**config.mk**
```make
export PLATFORM = sky130hd
export DESIGN_NAME = ahb_master
export DESIGN_NICKNAME = d
export VERILOG_FILES = /design/src/ahb_master_pkg.sv /design/src/ahb_bus_pkg.sv /design/src/ahb_master.sv /design/src/ahb_master_ctrl.sv /design/src/ahb_burst_addr.sv /design/src/ahb_cmd_check.sv
export VERILOG_INCLUDE_DIRS = /design/src
export SDC_FILE = /design/constraint.sdc
export NUM_CORES = 1
export LEC_CHECK = 0
export ABC_AREA = 1
export BUFFER_PORTS_ARGS = -buffer_cell sky130_fd_sc_hd__clkbuf_2
export CORE_MARGIN = 8
export CORE_UTILIZATION = 45
export DETAILED_ROUTE_END_ITERATION = 10
export HOLD_SLACK_MARGIN = 0.05
export PLACE_DENSITY_LB_ADDON = 0.08
export SYNTH_ARGS = -nofsm -noshare
export SYNTH_HDL_FRONTEND = slang
export SYNTH_SLANG_ARGS = --single-unit
```
**constraint.sdc**
```tcl
create_clock -name ahb_clk_in -period 5.4 [get_ports ahb_clk_in]
set_input_delay 0 -clock ahb_clk_in [delete_from_list [all_inputs] [get_ports ahb_clk_in]]
set_output_delay 0 -clock ahb_clk_in [all_outputs]
set_load 0.1 [all_outputs]
```
**src/ahb_defs.svh**
```systemverilog
// Bus widths and limits shared by the AHB master RTL and its testbench.
// Include this file wherever one of the macros is needed.

`ifndef AHB_DEFS_SVH
`define AHB_DEFS_SVH

// ******************************
// Bus widths
// ******************************
`define AHB_ADDR_WIDTH 32
`define AHB_DATA_WIDTH 32

// ******************************
// Limits
// ******************************
// Consecutive cycles of ready low before a burst is abandoned.
`define AHB_WAIT_TIMEOUT 6

// A burst may not cross a block of 2**N bytes.
`define AHB_BOUNDARY_BITS 10

`endif
```
**src/ahb_master_pkg.sv**
```systemverilog
// Internal types of the AHB master, shared by the controller and the
// beat address generator.

package ahb_master_pkg;

    // Controller states.
    typedef enum logic [1:0] {
        IDLE  = 2'd0,  // Waiting for a command.
        RUN   = 2'd1,  // Issuing address phases.
        DRAIN = 2'd2,  // Last data phase outstanding.
        DONE  = 2'd3   // Reporting completion.
    } ctrl_state_e;

    // Beats still to be issued, up to 16.
    typedef logic [4:0] beat_cnt_t;

endpackage

```
**src/ahb_bus_pkg.sv**
```systemverilog
// AHB protocol encodings and bus vector types.
// Used by every RTL block of the master and by the testbench.
`include "ahb_defs.svh"

package ahb_bus_pkg;

    typedef logic [`AHB_ADDR_WIDTH-1:0] haddr_t;
    typedef logic [`AHB_DATA_WIDTH-1:0] hdata_t;
    typedef logic [2:0]                 hsize_t;  // Bytes per beat is 2**hsize.

    typedef enum logic [1:0] {
        IDLE   = 2'd0,
        BUSY   = 2'd1,
        NONSEQ = 2'd2,
        SEQ    = 2'd3
    } htrans_e;

    typedef enum logic [2:0] {
        SINGLE = 3'd0,
        INCR   = 3'd1,
        WRAP4  = 3'd2,
        INCR4  = 3'd3,
        WRAP8  = 3'd4,
        INCR8  = 3'd5,
        WRAP16 = 3'd6,
        INCR16 = 3'd7
    } hburst_e;

    // Number of beats in a fixed-length burst.
    function automatic logic [4:0] burst_beats(hburst_e burst);
        case (burst)
            WRAP4, INCR4:   return 5'd4;
            WRAP8, INCR8:   return 5'd8;
            WRAP16, INCR16: return 5'd16;
            default:        return 5'd1;
        endcase
    endfunction

    function automatic logic burst_is_wrap(hburst_e burst);
        return (burst == WRAP4) || (burst == WRAP8) || (burst == WRAP16);
    endfunction

endpackage

```
**src/ahb_master.sv**
```systemverilog
// AHB-Lite master for a single requester.
// Takes burst commands over a valid/ready handshake and runs them on the AHB bus.
`timescale 1ns/1ps

module ahb_master (
    input  logic                 ahb_clk_in,
    input  logic                 ahb_rstn_in,
    // Requester side.
    input  logic                 cmd_valid,
    output logic                 cmd_ready,
    input  ahb_bus_pkg::haddr_t  cmd_addr,
    input  ahb_bus_pkg::hburst_e cmd_burst,
    input  ahb_bus_pkg::hsize_t  cmd_size,
    input  logic                 cmd_write,
    input  ahb_bus_pkg::hdata_t  wdata,
    output logic                 wdata_ack,
    output ahb_bus_pkg::hdata_t  rdata,
    output logic                 rdata_valid,
    output logic                 xfer_done,
    output logic                 xfer_error,
    // AHB side.
    output ahb_bus_pkg::haddr_t  haddr,
    output ahb_bus_pkg::htrans_e htrans,
    output ahb_bus_pkg::hburst_e hburst,
    output ahb_bus_pkg::hsize_t  hsize,
    output logic                 hwrite,
    output ahb_bus_pkg::hdata_t  hwdata,
    input  ahb_bus_pkg::hdata_t  hrdata,
    input  logic                 hready,
    input  logic                 hresp
);

    logic                cmd_legal;
    logic                load;
    logic                step;
    ahb_bus_pkg::haddr_t beat_addr;
    logic                last_beat;

    ahb_cmd_check u_cmd_check (.*);

    ahb_burst_addr u_burst_addr (
        .ahb_clk_in  (ahb_clk_in),
        .ahb_rstn_in (ahb_rstn_in),
        .load        (load),
        .step        (step),
        .load_addr   (cmd_addr),
        .load_burst  (cmd_burst),
        .load_size   (cmd_size),
        .beat_addr   (beat_addr),
        .last_beat   (last_beat)
    );

    ahb_master_ctrl u_ctrl (.*);

endmodule

```
**src/ahb_master_ctrl.sv**
```systemverilog
// Transfer controller of the AHB master. Runs the overlapped address and data
// phases of one burst, watches for ERROR and wait timeout, and answers the requester.
`timescale 1ns/1ps
`include "ahb_defs.svh"

module ahb_master_ctrl (
    input  logic                 ahb_clk_in,
    input  logic                 ahb_rstn_in,
    // Command.
    input  logic                 cmd_valid,
    input  logic                 cmd_write,
    input  ahb_bus_pkg::hburst_e cmd_burst,
    input  ahb_bus_pkg::hsize_t  cmd_size,
    input  logic                 cmd_legal,
    output logic                 cmd_ready,
    // Address generator.
    input  ahb_bus_pkg::haddr_t  beat_addr,
    input  logic                 last_beat,
    output logic                 load,
    output logic                 step,
    // Requester data.
    input  ahb_bus_pkg::hdata_t  wdata,
    output logic                 wdata_ack,
    output ahb_bus_pkg::hdata_t  rdata,
    output logic                 rdata_valid,
    output logic                 xfer_done,
    output logic                 xfer_error,
    // AHB.
    output ahb_bus_pkg::haddr_t  haddr,
    output ahb_bus_pkg::htrans_e htrans,
    output ahb_bus_pkg::hburst_e hburst,
    output ahb_bus_pkg::hsize_t  hsize,
    output logic                 hwrite,
    output ahb_bus_pkg::hdata_t  hwdata,
    input  ahb_bus_pkg::hdata_t  hrdata,
    input  logic                 hready,
    input  logic                 hresp
);

    localparam int WAIT_W = $clog2(`AHB_WAIT_TIMEOUT);

    ahb_master_pkg::ctrl_state_e state;
    logic                        addr_active;  // NONSEQ or SEQ on the bus.
    logic                        addr_acc;
    logic                        data_pend;
    logic                        data_wr;
    logic                        last_issued;
    logic                        err_flag;
    logic [WAIT_W-1:0]           wait_cnt;
    logic                        timeout;
    logic                        abort;

    assign addr_active = (htrans == ahb_bus_pkg::NONSEQ) || (htrans == ahb_bus_pkg::SEQ);
    assign addr_acc    = addr_active && hready;

    // Counts low-ready cycles so far, this one is the last allowed.
    assign timeout = (addr_active || data_pend) && !hready
                  && (wait_cnt == WAIT_W'(`AHB_WAIT_TIMEOUT - 1));
    assign abort   = (data_pend && hresp) || timeout;

    assign cmd_ready = (state == ahb_master_pkg::IDLE);
    assign load      = cmd_valid && cmd_ready;
    assign wdata_ack = addr_acc && hwrite;  // Requester moves to the next beat.

    // First beat goes out unconditionally, later ones once the previous is taken.
    assign step = (state == ahb_master_pkg::RUN) && !abort
               && (!addr_active || (hready && !last_issued));

    // ******************************
    // Burst state machine
    // ******************************
    always_ff @(posedge ahb_clk_in or negedge ahb_rstn_in) begin
        if (!ahb_rstn_in) begin
            state       <= ahb_master_pkg::IDLE;
            htrans      <= ahb_bus_pkg::IDLE;
            haddr       <= '0;
            hburst      <= ahb_bus_pkg::SINGLE;
            hsize       <= '0;
            hwrite      <= 1'b0;
            last_issued <= 1'b0;
            err_flag    <= 1'b0;
            xfer_done   <= 1'b0;
            xfer_error  <= 1'b0;
        end else begin
            xfer_done  <= 1'b0;
            xfer_error <= 1'b0;
            case (state)
                ahb_master_pkg::IDLE: begin
                    if (load) begin
                        hburst      <= cmd_burst;
                        hsize       <= cmd_size;
                        hwrite      <= cmd_write;
                        last_issued <= 1'b0;
                        err_flag    <= !cmd_legal;
                        // An illegal command skips the bus entirely.
                        state <= cmd_legal ? ahb_master_pkg::RUN : ahb_master_pkg::DRAIN;
                    end
                end
                ahb_master_pkg::RUN: begin
                    if (abort) begin
                        htrans   <= ahb_bus_pkg::IDLE;
                        err_flag <= 1'b1;
                        state    <= ahb_master_pkg::DONE;
                    end else if (step) begin
                        haddr       <= beat_addr;
                        htrans      <= addr_active ? ahb_bus_pkg::SEQ : ahb_bus_pkg::NONSEQ;
                        last_issued <= last_beat;
                    end else if (addr_acc) begin  // Last address taken.
                        htrans <= ahb_bus_pkg::IDLE;
                        state  <= ahb_master_pkg::DRAIN;
                    end
                end
                ahb_master_pkg::DRAIN: begin
                    if (abort) begin
                        err_flag <= 1'b1;
                        state    <= ahb_master_pkg::DONE;
                    end else if (!data_pend || hready) begin
                        state <= ahb_master_pkg::DONE;
                    end
                end
                default: begin
                    xfer_done  <= 1'b1;
                    xfer_error <= err_flag;
                    state      <= ahb_master_pkg::IDLE;
                end
            endcase
        end
    end

    // ******************************
    // Data phase tracking
    // ******************************
    always_ff @(posedge ahb_clk_in or negedge ahb_rstn_in) begin
        if (!ahb_rstn_in) begin
            data_pend   <= 1'b0;
            data_wr     <= 1'b0;
            wait_cnt    <= '0;
            rdata_valid <= 1'b0;
        end else begin
            rdata_valid <= data_pend && !data_wr && hready && !hresp;
            if (abort) begin
                data_pend <= 1'b0;
            end else if (hready) begin
                data_pend <= addr_active;  // Accepted address becomes the data phase.
                data_wr   <= hwrite;
            end
            if (hready || abort || !(addr_active || data_pend)) begin
                wait_cnt <= '0;
            end else begin
                wait_cnt <= wait_cnt + 1'b1;
            end
        end
    end

    // Write data follows its address into the data phase.
    always_ff @(posedge ahb_clk_in) begin
        if (wdata_ack) begin
            hwdata <= wdata;
        end
        if (data_pend && hready) begin
            rdata <= hrdata;
        end
    end

    // ******************************
    // Assertions
    // ******************************
    a_idle_no_xfer: assert property (@(posedge ahb_clk_in) disable iff (!ahb_rstn_in)
        (state == ahb_master_pkg::IDLE) |-> (htrans == ahb_bus_pkg::IDLE));

    // A waited address phase is held until the slave takes it.
    a_haddr_hold: assert property (@(posedge ahb_clk_in) disable iff (!ahb_rstn_in)
        (addr_active && !hready) |=> $stable(haddr));

endmodule

```
**src/ahb_burst_addr.sv**
```systemverilog
// Beat address generator. Loaded with the command at acceptance, then
// stepped once per issued beat, wrapping inside the burst span for WRAP bursts.
`timescale 1ns/1ps

module ahb_burst_addr (
    input  logic                 ahb_clk_in,
    input  logic                 ahb_rstn_in,
    input  logic                 load,
    input  logic                 step,
    input  ahb_bus_pkg::haddr_t  load_addr,
    input  ahb_bus_pkg::hburst_e load_burst,
    input  ahb_bus_pkg::hsize_t  load_size,
    output ahb_bus_pkg::haddr_t  beat_addr,
    output logic                 last_beat
);

    ahb_master_pkg::beat_cnt_t beat_cnt;
    ahb_bus_pkg::hsize_t       size_q;
    ahb_bus_pkg::haddr_t       span_mask;  // Address bits allowed to change.
    ahb_bus_pkg::haddr_t       load_span;
    ahb_bus_pkg::haddr_t       next_addr;

    // Burst span in bytes.
    assign load_span = ahb_bus_pkg::haddr_t'(ahb_bus_pkg::burst_beats(load_burst)) << load_size;

    // Bits above the span are held, so a wrapping burst folds back to its base.
    assign next_addr = (beat_addr & ~span_mask)
                     | ((beat_addr + (ahb_bus_pkg::haddr_t'(1) << size_q)) & span_mask);

    assign last_beat = (beat_cnt == ahb_master_pkg::beat_cnt_t'(1));

    always_ff @(posedge ahb_clk_in or negedge ahb_rstn_in) begin
        if (!ahb_rstn_in) begin
            beat_addr <= '0;
            beat_cnt  <= '0;
            size_q    <= '0;
            span_mask <= '0;
        end else if (load) begin
            beat_addr <= load_addr;
            beat_cnt  <= ahb_bus_pkg::burst_beats(load_burst);
            size_q    <= load_size;
            span_mask <= ahb_bus_pkg::burst_is_wrap(load_burst) ? (load_span - 1'b1) : '1;
        end else if (step) begin
            beat_addr <= next_addr;
            beat_cnt  <= beat_cnt - 1'b1;
        end
    end

    // ******************************
    // Assertions
    // ******************************
    // The controller never issues more beats than the burst holds.
    a_step_in_burst: assert property (@(posedge ahb_clk_in) disable iff (!ahb_rstn_in)
        step |-> (beat_cnt != '0));

endmodule

```
**src/ahb_cmd_check.sv**
```systemverilog
// Combinational legality check of a burst command before it reaches the bus.
// An illegal command is completed with an error and never issued.
`timescale 1ns/1ps
`include "ahb_defs.svh"

module ahb_cmd_check (
    input  ahb_bus_pkg::haddr_t  cmd_addr,
    input  ahb_bus_pkg::hburst_e cmd_burst,
    input  ahb_bus_pkg::hsize_t  cmd_size,
    output logic                 cmd_legal
);

    localparam int BOUND_LSB = `AHB_BOUNDARY_BITS;

    ahb_bus_pkg::haddr_t size_bytes;
    ahb_bus_pkg::haddr_t span;
    ahb_bus_pkg::haddr_t first_byte;
    ahb_bus_pkg::haddr_t last_byte;
    logic                burst_ok;
    logic                size_ok;
    logic                aligned;
    logic                in_block;

    assign size_bytes = ahb_bus_pkg::haddr_t'(1) << cmd_size;
    assign span       = ahb_bus_pkg::haddr_t'(ahb_bus_pkg::burst_beats(cmd_burst)) << cmd_size;

    // Wrapping bursts cover the aligned block around the start address.
    assign first_byte = ahb_bus_pkg::burst_is_wrap(cmd_burst) ? (cmd_addr & ~(span - 1'b1))
                                                              : cmd_addr;
    assign last_byte  = first_byte + span - 1'b1;

    assign burst_ok = (cmd_burst != ahb_bus_pkg::INCR);  // Undefined length.
    assign size_ok  = (size_bytes << 3) <= `AHB_DATA_WIDTH;
    assign aligned  = (cmd_addr & (size_bytes - 1'b1)) == '0;
    assign in_block = first_byte[`AHB_ADDR_WIDTH-1:BOUND_LSB] ==
                      last_byte[`AHB_ADDR_WIDTH-1:BOUND_LSB];

    assign cmd_legal = burst_ok && size_ok && aligned && in_block;

endmodule

```
==> run_results.csv, run 1 <==
group,metric,value,unit
floorplanning,fp.dieW,170,µm
route,finalWirelength,32300,µm
hold_path,hp-start,"cmd_addr[28]",
cts,cts_root_buf,"sky130_fd_sc_hd__clkbuf_16",
global_route,globalRouteOverflowTotal,0,
sta,fin_crit,4220,ps
critical_path,crit_buf_inv,5,
sta,final_max_slew_viol_count,0,
logic_synthesis,post_synth_main_area_contributors,"sky130_fd_sc_hd__dfrtp_1, sky130_fd_sc_hd__edfxtp_1, sky130_fd_sc_hd__nand2_1",
place,numPlacedInstances,1802,
route,routed-via-count,9784,
cts,tritoncts,"built",
critical_path,timing.reg2reg.setup_slack,1850,ps
layout,area.growth.synth_to_final,27.9,%
logic_synthesis,ys_async_sr_fraction,63.8,%
power,power.share.combinational,51.7,%
cts,htree_num_levels,4,
power,power_switching_share,52.7,%
critical_path,cp-end-kind,"register",
floorplanning,initial_utilization,45.6,%
route,route.detailed.vias_per_inst,5.06,
route,drt_drc,0,
logic_synthesis,number_of_nets_produced_by_synthesis,1462,
floorplanning,coreArea,23300,µm²
power,p_seq_share,31.4,%
route,drt_iter0_drc,625,
layout,final_util,58.3,%
layout,final_cells,1935,
place,place.gp.congestion,0.903,
route,drtPass1Iterations,5,
place,port_buffers,217,
sta,setup_viol,0,
cts,clkSlewWorstSetupHoldPaths,70,ps
floorplanning,die_area,28800,µm²
sta,rsz0062_at_grt,"false",
sta,timing.final.crit_share,78.2,%
cts,ctsLongestPathBuffers,2,
global_route,wire_length_of_the_first_global_routing_pass,51500,µm
critical_path,crit_fanout,10,
power,power.internal,3.29,mW
critical_path,worst-setup-path-type,"input pin to register",
logic_synthesis,synth_flop_cell,"sky130_fd_sc_hd__dfrtp_1",
route,maxUsedRoutingLayer,"met4",
sta,peak_clock_frequency_supported_by_timing,237,MHz
global_route,first_global_vias,9691,
critical_path,logic_depth_of_the_worst_path_buffers_included,27,
sta,skew,13.5,ps
logic_synthesis,synthMostInstantiatedCell,"sky130_fd_sc_hd__nand2_1",
layout,finish.net_count,1767,
layout,antenna_cells,0,
sta,timing.setup.tns,0,ps
logic_synthesis,synth_common_cells,"sky130_fd_sc_hd__nand2_1, sky130_fd_sc_hd__inv_1, sky130_fd_sc_hd__dfrtp_1, sky130_fd_sc_hd__nor2_1, sky130_fd_sc_hd__o21ai_0",
cts,cts_sinks,177,
route,routed-wl-met3,2070,µm
cts,cts_made_buffers,17,
logic_synthesis,sequential_area_share_after_synthesis,44.7,%
global_route,grt_start_max_net_pins,80,
critical_path,crit_path_max_incr_delay,520,ps
route,routed-wl-met2,14600,µm
route,routedWlPerCell,16.7,µm
power,power_frac_clock,17.0,%
logic_synthesis,ys_seq_elements,177,
critical_path,worst_path_most_repeated_cell,"sky130_fd_sc_hd__nand2_1",
power,maximum_vdd_drop,0.000313,V
cts,cts.repair.resized,0,
critical_path,r2r.worst_path.cells,18,
logic_synthesis,yosysTopAreaCell,"sky130_fd_sc_hd__dfrtp_1",
cts,clock_latency,430,ps
power,power.leakage,6.72,nW
floorplanning,ios,218,
sta,least_setup_slack_across_all_paths_after_layout,1180,ps
sta,slew-limit-headroom,23.3,%
critical_path,timing.critical_path.required,5710,ps
sta,finalHoldWorstSlack,75.5,ps
sta,worst_slew_pin_slew,1150,ps
place,place.detailed.hpwl,25000,µm
critical_path,regToRegStartpoint,"u_ctrl.hsize[0]",
logic_synthesis,synthesis.instances,1299,
global_route,antenna_found_initial,0,
route,drtAntennaViolNets,0,
global_route,global_route.usage.total,22.4,%
critical_path,critical-path-top-delay-family,"simple AND/OR/NAND/NOR gates",
hold_path,hold_path_depth,4,
logic_synthesis,synth_area_per_cell,8.19,µm²
sta,hold_viol_final,0,
logic_synthesis,synth.top_cell.area_share,26.6,%
place,dpl_worst_slack,1120,ps
critical_path,critPathLaunch,"cmd_size[0]",
run,timing.max_cap.violations,0,
floorplanning,die_y,170,µm
outcome,status,"finished, final reports clean",
route,routedLengthMet1,15000,µm
logic_synthesis,edff_count_synth,64,
logic_synthesis,yosysWarnings,0,
critical_path,cpMaxStageDelayCell,"sky130_fd_sc_hd__dlygate4sd3_1",
power,switching_pwr,3.66,mW
floorplanning,placementRows,56,
critical_path,worst_ep_arrival_time,4540,ps
power,power_density,511,nW/µm²
logic_synthesis,synth.lib_cells_used.distinct,52,
critical_path,cp-start-kind,"input pin",
layout,drive_gt1_share,19.2,%
logic_synthesis,synthesis.area,10600,µm²
hold_path,worst_hold_path_type,"input pin to register",
==> cell usage in the layout (no fill, tap or decap), types with 3 or more instances in the layout <==
cell and count:
sky130_fd_sc_hd__nand2_1 290, sky130_fd_sc_hd__clkbuf_2 216, sky130_fd_sc_hd__inv_1 180, sky130_fd_sc_hd__dfrtp_1 113
sky130_fd_sc_hd__dlygate4sd3_1 102, sky130_fd_sc_hd__nor2_1 89, sky130_fd_sc_hd__o21ai_0 89, sky130_fd_sc_hd__nand3_1 69
sky130_fd_sc_hd__a21oi_1 68, sky130_fd_sc_hd__edfxtp_1 64, sky130_fd_sc_hd__ha_1 54, sky130_fd_sc_hd__xor2_1 41
sky130_fd_sc_hd__nor3_1 24, sky130_fd_sc_hd__nand2_2 21, sky130_fd_sc_hd__clkbuf_16 17, sky130_fd_sc_hd__xnor2_1 16
sky130_fd_sc_hd__nand4_1 15, sky130_fd_sc_hd__a22oi_1 15, sky130_fd_sc_hd__nand3b_1 10, sky130_fd_sc_hd__a21o_1 10
sky130_fd_sc_hd__o22ai_1 10, sky130_fd_sc_hd__nand3_2 9, sky130_fd_sc_hd__buf_4 9, sky130_fd_sc_hd__nor4_1 7
sky130_fd_sc_hd__a31oi_1 7, sky130_fd_sc_hd__inv_8 7, sky130_fd_sc_hd__nor2_2 6, sky130_fd_sc_hd__inv_2 5
sky130_fd_sc_hd__o221ai_1 5, sky130_fd_sc_hd__nor2_4 4, sky130_fd_sc_hd__o21ai_1 4, sky130_fd_sc_hd__o211ai_1 4
sky130_fd_sc_hd__o21ai_2 3, sky130_fd_sc_hd__o21a_1 3, sky130_fd_sc_hd__inv_6 3
==> worst register-to-register path: stages (launching register included) <==
cell and delay, ps:
sky130_fd_sc_hd__dfrtp_1 500, sky130_fd_sc_hd__inv_1 140, sky130_fd_sc_hd__nor3_1 220, sky130_fd_sc_hd__inv_1 110, sky130_fd_sc_hd__fa_1 440, sky130_fd_sc_hd__nand3b_1 180, sky130_fd_sc_hd__nand2_1 90, sky130_fd_sc_hd__nand2_1 60
sky130_fd_sc_hd__nand2_1 80, sky130_fd_sc_hd__a21oi_1 110, sky130_fd_sc_hd__o21ai_2 230, sky130_fd_sc_hd__nand2_1 80, sky130_fd_sc_hd__nor2_1 190, sky130_fd_sc_hd__nand2_1 140, sky130_fd_sc_hd__nor4_2 270, sky130_fd_sc_hd__nand2_1 150
sky130_fd_sc_hd__xor2_1 180, sky130_fd_sc_hd__nand3_1 90, sky130_fd_sc_hd__o21ai_0 190
==> layout make-up <==
type | count | area, µm²
fillers | 2178 | 9730
clock inverters | 14 | 138
multi-input cells | 896 | 5030
clock buffers | 17 | 425
inverters | 185 | 694
flip-flops and latches | 177 | 4750
well taps | 319 | 399
repair buffers | 327 | 2170
==> metrics by stage <==
stage                     total power [mW]  area, µm²
after floorplan                       4.94      10600
after global placement                5.69      12000
after detailed placement              5.73      12000
after CTS                             6.98      13600
after global routing                  7.38      13600
final                                 6.95      13600
==> worst max-delay path by stage <==
stage,endpoint,slack (ps)
CTS,u_ctrl.state[1],1180
floorplan,u_ctrl.hwdata[0],1230
global placement,u_ctrl.state[1],1200
detailed placement,u_ctrl.state[1],1120
finish,u_ctrl.state[1],1180
global route,u_ctrl.state[0],560
==> per-layer routing <==
layer	vias up	track usage, %
met2	304	36.7
met1	4519	30.2
met4	0	6.27
met3	43	3.86
met5	-	0
li1	4918	-
==> cell families (layout without fill, tap and decap cells) <==
logic type,Yosys count,after routing,share of synthesized area [%]
xor gates and xnor gates,57,57,4.69
and+or+nand+nor,551,551,23.3
DFF,177,177,44.7
AOI/OAI and AO/OA,233,233,12.7
buffers and inverters,226,543,8.13
adders and majority gates,55,55,6.54
==> power groups by stage <==
stage	logic, mW	clock network (mW)	registers (mW)
CTS	3.60	1.20	2.17
finish	3.59	1.18	2.18
floorplan	1.43	0	3.51
global placement	3.50	0	2.18
global route	3.89	1.25	2.24
detailed placement	3.53	0	2.20
==> what timing repair did <==
item / 4_1_cts / 5_1_grt
hold buffers: 102 / 0
buffers inserted: 0 / 0
setup endpoints to repair: 0 / 0
hold endpoints to repair: 145 / 0
(Power assumes the default switching activity.)
==> run 2: changes to the inputs <==
Clock period 5.4 ns to 4.2 ns, I/O delays scaled along.
==> run_results.csv, run 2 (synthesis gave the netlist of run 1 again) <==
group,metric,value,unit
layout,layout.cells.most_common,"sky130_fd_sc_hd__nand2_1",
floorplanning,die_area,28800,µm²
sta,fin_crit,3910,ps
place,port_buffers,217,
route,finalWirelength,33200,µm
sta,slew-limit-headroom,23.9,%
sta,finalHoldWorstSlack,63.7,ps
floorplanning,ios,218,
critical_path,cp-end-kind,"register",
floorplanning,placementRows,56,
power,power_density,653,nW/µm²
layout,final_util,58.9,%
layout,fillers,2121,
floorplanning,initial_utilization,45.6,%
sta,peak_clock_frequency_supported_by_timing,256,MHz
sta,worst_slew_pin_slew,1140,ps
route,routed-wl-met3,2400,µm
layout,finish.net_count,1776,
route,routed-via-count,10000,
route,maxUsedRoutingLayer,"met4",
route,drt_drc,0,
critical_path,critical-path-top-delay-family,"simple AND/OR/NAND/NOR gates",
cts,clkSlewWorstSetupHoldPaths,70,ps
global_route,wire_length_of_the_first_global_routing_pass,52100,µm
sta,hold_viol_final,0,
route,routedWlPerCell,17.1,µm
cts,htree_num_levels,4,
critical_path,worst-setup-path-type,"input pin to register",
global_route,global_route.usage.total,22.7,%
layout,drive_gt1_share,20.6,%
critical_path,worst_ep_arrival_time,4270,ps
floorplanning,coreArea,23300,µm²
layout,layout_common_cells,"sky130_fd_sc_hd__nand2_1, sky130_fd_sc_hd__clkbuf_2, sky130_fd_sc_hd__inv_1, sky130_fd_sc_hd__dfrtp_1, sky130_fd_sc_hd__dlygate4sd3_1",
critical_path,cp-start-kind,"input pin",
sta,timing.final.crit_share,93.0,%
sta,timing.setup.tns,0,ps
route,drt_iter0_drc,697,
critical_path,crit_path_max_incr_delay,540,ps
run,timing.max_cap.violations,0,
power,maximum_vdd_drop,0.000502,V
cts,tritoncts,"built",
floorplanning,fp.dieW,170,µm
route,route.detailed.vias_per_inst,5.16,
sta,setup_viol,0,
critical_path,worst_path_most_repeated_cell,"sky130_fd_sc_hd__nand2_1",
outcome,status,"finished, final reports clean",
global_route,grt_start_max_net_pins,60,
hold_path,worst_hold_path_type,"input pin to register",
place,place.detailed.hpwl,25400,µm
global_route,first_global_vias,9583,
place,place.gp.congestion,0.953,
route,routed-wl-met2,15500,µm
cts,ctsLongestPathBuffers,2,
cts,cts_sinks,177,
sta,skew,15.3,ps
critical_path,crit_buf_inv,3,
route,routedLengthMet1,15100,µm
cts,cts_made_buffers,17,
cts,clock_latency,430,ps
route,drtPass1Iterations,5,
route,drtAntennaViolNets,0,
floorplanning,die_y,170,µm
sta,final_max_slew_viol_count,0,
power,power.leakage,6.77,nW
layout,antenna_cells,0,
critical_path,timing.critical_path.required,4570,ps
cts,cts_root_buf,"sky130_fd_sc_hd__clkbuf_16",
global_route,globalRouteOverflowTotal,0,
layout,area.growth.synth_to_final,29.3,%
critical_path,cpMaxStageDelayCell,"sky130_fd_sc_hd__dlygate4sd3_1",
critical_path,crit_fanout,6,
critical_path,timing.reg2reg.setup_slack,660,ps
global_route,antenna_found_initial,0,
==> run 2: where the power goes <==
part           internal, mW  total [mW]  leakage (nW)  switching, mW
combinational          1.08        4.67          4.55           3.59
sequential             2.38        2.80          1.95          0.423
clock                 0.785        1.51         0.271          0.729
==> run 2: path summary, 6_finish.rpt <==
check | depth (start not counted) | startpoint | end
worst max-delay path | 30 | cmd_burst[2] | u_ctrl.state[0]
worst min-delay path | 4 | cmd_addr[28] | register
worst max register to register | 19 | u_ctrl.hsize[0] | register
worst min register to register | 2 | u_ctrl.haddr[7] | u_ctrl.haddr[7]
max in group asynchronous | 3 | ahb_rstn_in | u_ctrl.xfer_error
min in group asynchronous | 3 | ahb_rstn_in | async pin
==> run 2: what timing repair did <==
action | CTS | global route
gates resized for setup | 0 | 27
endpoints found under the hold margin | 219 | 0
endpoints found under the setup margin | 0 | 3
hold buffers | 104 | 0
setup buffers | 0 | 2
==> run 2: worst register-to-register path: cells and delay by family (launching register included) <==
family,cells,cell delay [ps]
compound gates,2,330
buf+inv,2,230
simple gates,13,1830
flops,1,480
xor+xnor,1,170
fa+ha+maj,1,420
==> run 2: cell type report <==
cell class              instances  area, µm²  area share, %
multi-input cells             896       5100           37.1
flip-flops and latches        177       4750           34.5
repair buffers                336       2240           16.3
inverters                     185        697           5.07
clock buffers                  17        425           3.09
well taps                     319        399           2.90
clock inverters                14        138           1.00
==> run 2: per-layer routing <==
metal,vias up,global-route usage (%)
li1,4940,-
met1,4708,30.9
met2,366,37.3
met3,19,4.33
met4,0,4.54
met5,-,0
==> run 2: per-stage QoR <==
stage                     instance area, µm²  cells  power (mW)  worst slack [ps]
after floorplan                        10600   1299        6.36              26.2
after global placement                 12100   1807        7.35               233
after detailed placement               12100   1807        7.38               134
after CTS                              13700   1942        9.00               117
after global routing                   13800   1944        9.51             -7.09
final                                  13800   1944        8.98               293
